**src/rtl/frame_gen_pkg.sv**
```systemverilog
/*
 * IPv4 header frame generator shared definitions
 * Header layout, vector types and FSM state encodings
 */
`default_nettype none

package frame_gen_pkg;

    // --------------------
    // Header layout
    // --------------------
    localparam int BYTE_BITS         = 8;
    localparam int HEADER_BYTES      = 20;
    localparam int FIELD_COUNT       = 11;
    localparam int HEADER_FIFO_DEPTH = 2;

    // --------------------
    // Vector types
    // --------------------
    typedef logic [BYTE_BITS-1:0]              byte_t;
    typedef logic [2*BYTE_BITS-1:0]            field16_t;
    typedef logic [4*BYTE_BITS-1:0]            addr_t;

    // Byte 0 sits in the top byte lane
    typedef logic [HEADER_BYTES*BYTE_BITS-1:0] header_t;

    // One user bit per header byte, byte 0 on the MSB
    typedef logic [HEADER_BYTES-1:0]           header_user_t;

    typedef logic [3:0]                        field_index_t;
    typedef logic [4:0]                        byte_index_t;

    // Last byte of each field in the fixed IPv4 layout
    // version/ihl, tos, length, id, flags, offset, ttl, proto, csum, src, dst
    localparam byte_index_t FIELD_LAST_BYTE [FIELD_COUNT] = '{
        5'd0, 5'd1, 5'd3, 5'd5, 5'd6, 5'd7, 5'd8, 5'd9, 5'd11, 5'd15, 5'd19
    };

    // --------------------
    // FSM states
    // --------------------
    typedef enum logic [1:0] {
        CAP_IDLE,
        CAP_PUSH,
        CAP_WAIT
    } capture_state_t;

    typedef enum logic {
        SER_IDLE,
        SER_SEND
    } serializer_state_t;

endpackage

`default_nettype wire

```
**src/rtl/header_if.sv**
```systemverilog
/*
 * Header record channel
 * One captured header plus its user bits, valid/ready handshake
 */
`timescale 1ns/1ps
`default_nettype none

interface header_if;

    import frame_gen_pkg::*;

    logic         valid;
    logic         ready;
    header_t      header;
    header_user_t user;

    // Producer side
    modport source (
        output valid,
        output header,
        output user,
        input  ready
    );

    // Consumer side
    modport sink (
        input  valid,
        input  header,
        input  user,
        output ready
    );

endinterface

`default_nettype wire

```
**src/rtl/frame_gen_top.sv**
```systemverilog
/*
 * IPv4 header frame generator top level
 * Capture stage, two-entry buffer and byte serializer
 */
`timescale 1ns/1ps
`default_nettype none

module frame_gen_top (
    input  logic                        clock,
    input  logic                        rst_n,
    input  logic                        frame_req,
    output logic                        frame_ack,
    input  frame_gen_pkg::byte_t        version_ihl,
    input  frame_gen_pkg::byte_t        tos,
    input  frame_gen_pkg::field16_t     total_length,
    input  frame_gen_pkg::field16_t     identification,
    input  frame_gen_pkg::byte_t        flags_offset_hi,
    input  frame_gen_pkg::byte_t        offset_lo,
    input  frame_gen_pkg::byte_t        ttl,
    input  frame_gen_pkg::byte_t        protocol,
    input  frame_gen_pkg::field16_t     header_checksum,
    input  frame_gen_pkg::addr_t        source_addr,
    input  frame_gen_pkg::addr_t        dest_addr,
    input  frame_gen_pkg::header_user_t header_user,
    output frame_gen_pkg::byte_t        tdata,
    output logic                        tuser,
    output logic                        tvalid,
    output logic                        tlast,
    output frame_gen_pkg::field_index_t tfield,
    input  logic                        tready
);

    header_if capture_to_fifo ();
    header_if fifo_to_serializer ();

    // --------------------
    // Producer
    // --------------------
    header_capture header_capture_inst (
        .clock           (clock),
        .rst_n           (rst_n),
        .frame_req       (frame_req),
        .frame_ack       (frame_ack),
        .version_ihl     (version_ihl),
        .tos             (tos),
        .total_length    (total_length),
        .identification  (identification),
        .flags_offset_hi (flags_offset_hi),
        .offset_lo       (offset_lo),
        .ttl             (ttl),
        .protocol        (protocol),
        .header_checksum (header_checksum),
        .source_addr     (source_addr),
        .dest_addr       (dest_addr),
        .header_user     (header_user),
        .out             (capture_to_fifo.source)
    );

    // --------------------
    // Buffer
    // --------------------
    header_fifo header_fifo_inst (
        .clock (clock),
        .rst_n (rst_n),
        .in    (capture_to_fifo.sink),
        .out   (fifo_to_serializer.source)
    );

    // --------------------
    // Consumer
    // --------------------
    header_serializer header_serializer_inst (
        .clock  (clock),
        .rst_n  (rst_n),
        .in     (fifo_to_serializer.sink),
        .tdata  (tdata),
        .tuser  (tuser),
        .tvalid (tvalid),
        .tlast  (tlast),
        .tfield (tfield),
        .tready (tready)
    );

endmodule

`default_nettype wire

```
**src/rtl/header_capture.sv**
```systemverilog
/*
 * Header capture stage
 * Serves the four-phase frame request and packs the fields into one record
 */
`timescale 1ns/1ps
`default_nettype none

module header_capture (
    input  logic                        clock,
    input  logic                        rst_n,
    input  logic                        frame_req,
    output logic                        frame_ack,
    input  frame_gen_pkg::byte_t        version_ihl,
    input  frame_gen_pkg::byte_t        tos,
    input  frame_gen_pkg::field16_t     total_length,
    input  frame_gen_pkg::field16_t     identification,
    input  frame_gen_pkg::byte_t        flags_offset_hi,
    input  frame_gen_pkg::byte_t        offset_lo,
    input  frame_gen_pkg::byte_t        ttl,
    input  frame_gen_pkg::byte_t        protocol,
    input  frame_gen_pkg::field16_t     header_checksum,
    input  frame_gen_pkg::addr_t        source_addr,
    input  frame_gen_pkg::addr_t        dest_addr,
    input  frame_gen_pkg::header_user_t header_user,
    header_if.source                    out
);

    import frame_gen_pkg::*;

    capture_state_t state;
    header_t        header_reg;
    header_user_t   user_reg;

    // --------------------
    // Request FSM
    // --------------------
    always_ff @(posedge clock or negedge rst_n) begin
        if (!rst_n) begin
            state     <= CAP_IDLE;
            frame_ack <= 1'b0;
        end else begin
            case (state)
                CAP_IDLE: begin
                    if (frame_req) begin
                        state <= CAP_PUSH;
                    end
                end
                CAP_PUSH: begin
                    // Buffer took the record, acknowledge the requester
                    if (out.ready) begin
                        state     <= CAP_WAIT;
                        frame_ack <= 1'b1;
                    end
                end
                CAP_WAIT: begin
                    if (!frame_req) begin
                        state     <= CAP_IDLE;
                        frame_ack <= 1'b0;
                    end
                end
                default: begin
                    state     <= CAP_IDLE;
                    frame_ack <= 1'b0;
                end
            endcase
        end
    end

    // Fields in wire order, MSB first
    always_ff @(posedge clock) begin
        if (state == CAP_IDLE && frame_req) begin
            header_reg <= {version_ihl, tos, total_length, identification,
                           flags_offset_hi, offset_lo, ttl, protocol,
                           header_checksum, source_addr, dest_addr};
            user_reg   <= header_user;
        end
    end

    assign out.valid  = (state == CAP_PUSH);
    assign out.header = header_reg;
    assign out.user   = user_reg;

endmodule

`default_nettype wire

```
**src/rtl/header_fifo.sv**
```systemverilog
/*
 * Two-entry header buffer
 * Decouples capture from the serializer so a second frame can wait
 */
`timescale 1ns/1ps
`default_nettype none

module header_fifo (
    input  logic     clock,
    input  logic     rst_n,
    header_if.sink   in,
    header_if.source out
);

    import frame_gen_pkg::*;

    localparam int PTR_BITS   = (HEADER_FIFO_DEPTH > 1) ? $clog2(HEADER_FIFO_DEPTH) : 1;
    localparam int COUNT_BITS = $clog2(HEADER_FIFO_DEPTH + 1);

    header_t              header_mem [HEADER_FIFO_DEPTH];
    header_user_t         user_mem   [HEADER_FIFO_DEPTH];
    logic [PTR_BITS-1:0]   wr_ptr;
    logic [PTR_BITS-1:0]   rd_ptr;
    logic [COUNT_BITS-1:0] count;
    logic                  push;
    logic                  pop;

    assign push = in.valid && in.ready;
    assign pop  = out.valid && out.ready;

    // --------------------
    // Storage
    // --------------------
    always_ff @(posedge clock) begin
        if (push) begin
            header_mem[wr_ptr] <= in.header;
            user_mem[wr_ptr]   <= in.user;
        end
    end

    // Pointers wrap at the buffer depth
    always_ff @(posedge clock or negedge rst_n) begin
        if (!rst_n) begin
            wr_ptr <= '0;
            rd_ptr <= '0;
        end else begin
            if (push) begin
                wr_ptr <= (wr_ptr == PTR_BITS'(HEADER_FIFO_DEPTH - 1)) ? '0 : wr_ptr + 1'b1;
            end
            if (pop) begin
                rd_ptr <= (rd_ptr == PTR_BITS'(HEADER_FIFO_DEPTH - 1)) ? '0 : rd_ptr + 1'b1;
            end
        end
    end

    // Occupancy, unchanged when push and pop coincide
    always_ff @(posedge clock or negedge rst_n) begin
        if (!rst_n) begin
            count <= '0;
        end else begin
            case ({push, pop})
                2'b10:   count <= count + 1'b1;
                2'b01:   count <= count - 1'b1;
                default: count <= count;
            endcase
        end
    end

    // --------------------
    // Handshake outputs
    // --------------------
    assign in.ready   = (count != COUNT_BITS'(HEADER_FIFO_DEPTH));
    assign out.valid  = (count != '0);
    assign out.header = header_mem[rd_ptr];
    assign out.user   = user_mem[rd_ptr];

endmodule

`default_nettype wire

```
**src/rtl/header_serializer.sv**
```systemverilog
/*
 * Header byte serializer
 * Streams a header MSB first with user bit, field index and last marker
 */
`timescale 1ns/1ps
`default_nettype none

module header_serializer (
    input  logic                        clock,
    input  logic                        rst_n,
    header_if.sink                      in,
    output frame_gen_pkg::byte_t        tdata,
    output logic                        tuser,
    output logic                        tvalid,
    output logic                        tlast,
    output frame_gen_pkg::field_index_t tfield,
    input  logic                        tready
);

    import frame_gen_pkg::*;

    serializer_state_t state;
    header_t           hdr_shift;
    header_user_t      user_shift;
    byte_index_t       byte_cnt;
    field_index_t      field_cnt;
    byte_index_t       next_byte;
    logic              beat_taken;
    logic              load;

    assign tvalid     = (state == SER_SEND);
    assign beat_taken = tvalid && tready;

    // Take a new header when idle or as the last beat leaves
    assign in.ready   = (state == SER_IDLE) || (beat_taken && tlast);
    assign load       = in.valid && in.ready;

    assign next_byte  = byte_cnt + 1'b1;
    assign tfield     = field_cnt;

    // --------------------
    // Control
    // --------------------
    always_ff @(posedge clock or negedge rst_n) begin
        if (!rst_n) begin
            state     <= SER_IDLE;
            byte_cnt  <= '0;
            field_cnt <= '0;
            tlast     <= 1'b0;
        end else if (load) begin
            state     <= SER_SEND;
            byte_cnt  <= '0;
            field_cnt <= '0;
            tlast     <= 1'b0;
        end else if (beat_taken) begin
            if (tlast) begin
                // Nothing waiting in the buffer
                state <= SER_IDLE;
                tlast <= 1'b0;
            end else begin
                byte_cnt <= next_byte;
                tlast    <= (next_byte == byte_index_t'(HEADER_BYTES - 1));
                // Step to the next field once its last byte went out
                if (byte_cnt == FIELD_LAST_BYTE[field_cnt]) begin
                    field_cnt <= field_cnt + 1'b1;
                end
            end
        end
    end

    // --------------------
    // Payload
    // --------------------
    // Shift registers, the top lane is always the next byte to send
    always_ff @(posedge clock) begin
        if (load) begin
            tdata      <= in.header[HEADER_BYTES*BYTE_BITS-1 -: BYTE_BITS];
            tuser      <= in.user[HEADER_BYTES-1];
            hdr_shift  <= in.header << BYTE_BITS;
            user_shift <= in.user << 1;
        end else if (beat_taken && !tlast) begin
            tdata      <= hdr_shift[HEADER_BYTES*BYTE_BITS-1 -: BYTE_BITS];
            tuser      <= user_shift[HEADER_BYTES-1];
            hdr_shift  <= hdr_shift << BYTE_BITS;
            user_shift <= user_shift << 1;
        end
    end

endmodule

`default_nettype wire

```
**config.mk**
```make
export PLATFORM = sky130hd
export DESIGN_NAME = frame_gen_top
export DESIGN_NICKNAME = d
export VERILOG_FILES = /design/src/rtl/frame_gen_pkg.sv /design/src/rtl/header_if.sv /design/src/rtl/frame_gen_top.sv /design/src/rtl/header_capture.sv /design/src/rtl/header_fifo.sv /design/src/rtl/header_serializer.sv
export SDC_FILE = /design/constraint.sdc
export NUM_CORES = 1
export LEC_CHECK = 0
export BUFFER_PORTS_ARGS = -buffer_cell sky130_fd_sc_hd__buf_2
export CORE_MARGIN = 2
export CORE_UTILIZATION = 60
export CTS_CLUSTER_SIZE = 28
export DETAILED_ROUTE_END_ITERATION = 6
export PLACE_DENSITY = 0.8
export SETUP_SLACK_MARGIN = 0.4
export SYNTH_ARGS = -nofsm -noshare
export SYNTH_HDL_FRONTEND = slang
export SYNTH_SLANG_ARGS = --single-unit
export TNS_END_PERCENT = 1
```
**constraint.sdc**
```tcl
create_clock -name clock -period 23.2 [get_ports clock]
set_input_delay 0 -clock clock [delete_from_list [all_inputs] [get_ports clock]]
set_output_delay 0 -clock clock [all_outputs]
set_load 0.02 [all_outputs]
```
==> metrics.txt <==
Seq pwr share 0.556; met2 wire len between 20000 and 30000 um; Finished Core Util 0.7384; main flop type after synthesis edfxtp_1; library cells used by synthesis between 40 and 50; sw frac 0.2561; worst path cell trace buf_4, buf_4, mux2i_1, o21ai_0; overall fraction of global-route tracks in use 0.2172; final design area excluding fillers 31950 um2; Rows 76; largest net degree at the start of global routing roughly 260; via-per-instance ratio approximately 5.4; Sink Count roughly 740; met1 WL roughly 20000 um; Pre-Repair DR Iteration Count 7; most frequent cells in the layout edfxtp_1, buf_2, dlygate4sd3_1; routed wire length ~49000 um; met3 WL around 2100 um; Syn Inst Count between 1000 and 1500; Die Ht around 210 um; Critical Path Source Type register; outcome finished, final reports clean; cts repair resizes 0; detailed placement HPWL between 20000 and 30000 um; synthesized area around 26000 um2; Die X approximately 210 um; vias 13310; FFs w/ async S/R, synth 0.02439; slowest stage cell, crit path dfrtp_4; CP dominant cell by count buf_4; Worst Setup Slack, final 19.79 ns; # setup viols final 0; Setup Crit Path Kind register to register; full die area ~46000 um2; Reg clk slew, reported paths around 0.060 ns; actual transition at the worst max-transition pin approximately 1.1 ns; top routing layer in use met4; average size of a mapped cell ~18 um2; Initial Util 0.6115; I/O Buffers roughly 200; Crit path largest cell delay between 0.9 and 1 ns; hold crit path type primary input to register; Final nets roughly 2000; antenna violations before repair 0; CORE AREA roughly 43000 um2; root buffer cell clkbuf_16; commonest non-fill, non-tap cell in the layout edfxtp_1; grt ovf 0; antenna-violating nets left 0; Synth Warn # 0; worst-skew pair later-pin latency 0.60 ns; RSZ-0062 raised after global routing false; # DRC 0; Cell Int Power around 2.6 mW; Iteration-0 DRC Markers between 1000 and 1500; max_cap viols 0; CTS Hold Buffers Added 184; Largest register FFs 320; post-synth top area share 0.8172; post-CTS setup buffer count 0; Pwr Density 110.0 nW/um2; skew final roughly 0.032 ns; Tcrit/Tclk final 0.1470; P_sw ~900 uW; TritonCTS clock tree done; critical path endpoint category register; Worst EP arrival 3.67 ns; Leak roughly 12 nW; setup tns final 0 ns; Layout area overhead 20.75%; syn nets approximately 1600; f_max around 290 MHz; Max clock buf depth 3; post-place instance area 27970 um2; vias in the first global route 14050; peak supply drop around 0.074 mV; Synth area leaders edfxtp_1, mux2i_1, o21ai_0, nand2_1, dfrtp_1; final std cells w/o fill 2470; WP data required 23.46 ns; routability cong. ~0.78; layout cell share with drive strength beyond 1 0.1692; Crit Path Max Fanout 51; H-tree depth 3; Post-synth EDFFs 720; Clk pwr share 0.307; max-slew violations 0; WL/cell between 15 and 20 um; min cycle time layout between 3 and 4 ns; sequential share of the synthesized area 0.8342; final hold violation count 0; Setup WS pre-CTS between 15 and 20 ns; io pins 200; Max-slew headroom 0.2407; Inst Count DP 2163; Ant. Diodes 0; first-pass GRT wire length 76510 um; post-synth top area cell edfxtp_1; CTS Buf Count 70; Comb pwr share 0.137; Synth Register Bits approximately 740
## through the flow
| step | total power [mW] | hold WS (ns) |
|---|---|---|
| floorplan | 2.332 | -0.2956 |
| global placement | 2.405 | -0.03718 |
| detailed placement | 2.438 | -0.03497 |
| CTS | 3.529 | 0.08723 |
| global route | 3.656 | 0.09857 |
| finish | 3.514 | 0.1174 |
## path summary, 6_finish.rpt
check / from / endpoint / slack [ns] / cells after the start
max: header_fifo_inst.rd_ptr / header_serializer_inst.hdr_shift[16] / 19.79 / 4
min: protocol[0] / header_capture_inst.out.header[80] / 0.12 / 2
max in group asynchronous: rst_n / header_fifo_inst.rd_ptr / 21.93 / 3
min in group asynchronous: rst_n / header_serializer_inst.tfield[3] / 0.63 / 3
min reg2reg: header_capture_inst.out.header[141] / header_fifo_inst.header_mem[1][141] / 0.44 / 0
max reg2reg: header_fifo_inst.rd_ptr / header_serializer_inst.hdr_shift[16] / 19.79 / 4
## synthesized netlist by cell type (all sizes together), types with 3 or more instances
cell    number
dfrtp       18
clkbuf      32
nor2b        3
nand2b       3
xnor2        6
a21oi        5
buf         31
ha           7
edfxtp     720
nor2        18
inv          8
nand2      184
nand3b       3
mux2i      183
o21ai      177
nand3        6
## kinds of logic (layout without fill, tap and decap cells)
family	after synthesis	count (layout)	share of synthesized area
AOI/OAI and AO/OA	200	200	0.04138
and+or+nand+nor	224	224	0.03386
muxes	183	183	0.06923
xor gates and xnor gates	8	8	0.002648
DFF	738	738	0.8342
buffers and inverters	71	525	0.01537
adders and majority gates	7	7	0.003310
## layer usage
layer  vias up  track usage
li1       6261            -
met1      6591       0.2734
met2       365       0.3856
met3        89      0.03777
met4         0      0.07016
met5         -            0
## layout make-up
type	instances	area (um2)
flip-flops and latches	738	22070
fillers	2498	11320
multi-input cells	622	4013
repair buffers	394	2958
clock buffers	88	1862
well taps	585	732.0
clock inverters	35	277.8
inverters	8	30.03
## worst max-delay path: cells and delay by family, from the launching register on
| family | cells | cell delay (ns) |
|---|---|---|
| AO/OA/AOI/OAI | 1 | 0.13 |
| buffers and inverters | 2 | 1.61 |
| flip-flops | 1 | 0.93 |
| multiplexers | 1 | 0.27 |
## power by group through the flow
stage | logic (mW) | clock network, mW | registers (mW)
2_1_floorplan | 0.335 | 0 | 2.00
3_3_place_gp | 0.442 | 0 | 1.96
3_5_place_dp | 0.459 | 0 | 1.98
4_1_cts | 0.488 | 1.09 | 1.95
5_1_grt | 0.532 | 1.14 | 1.98
6_report | 0.482 | 1.08 | 1.95
Note: power is estimated with default switching activity, not from simulation.
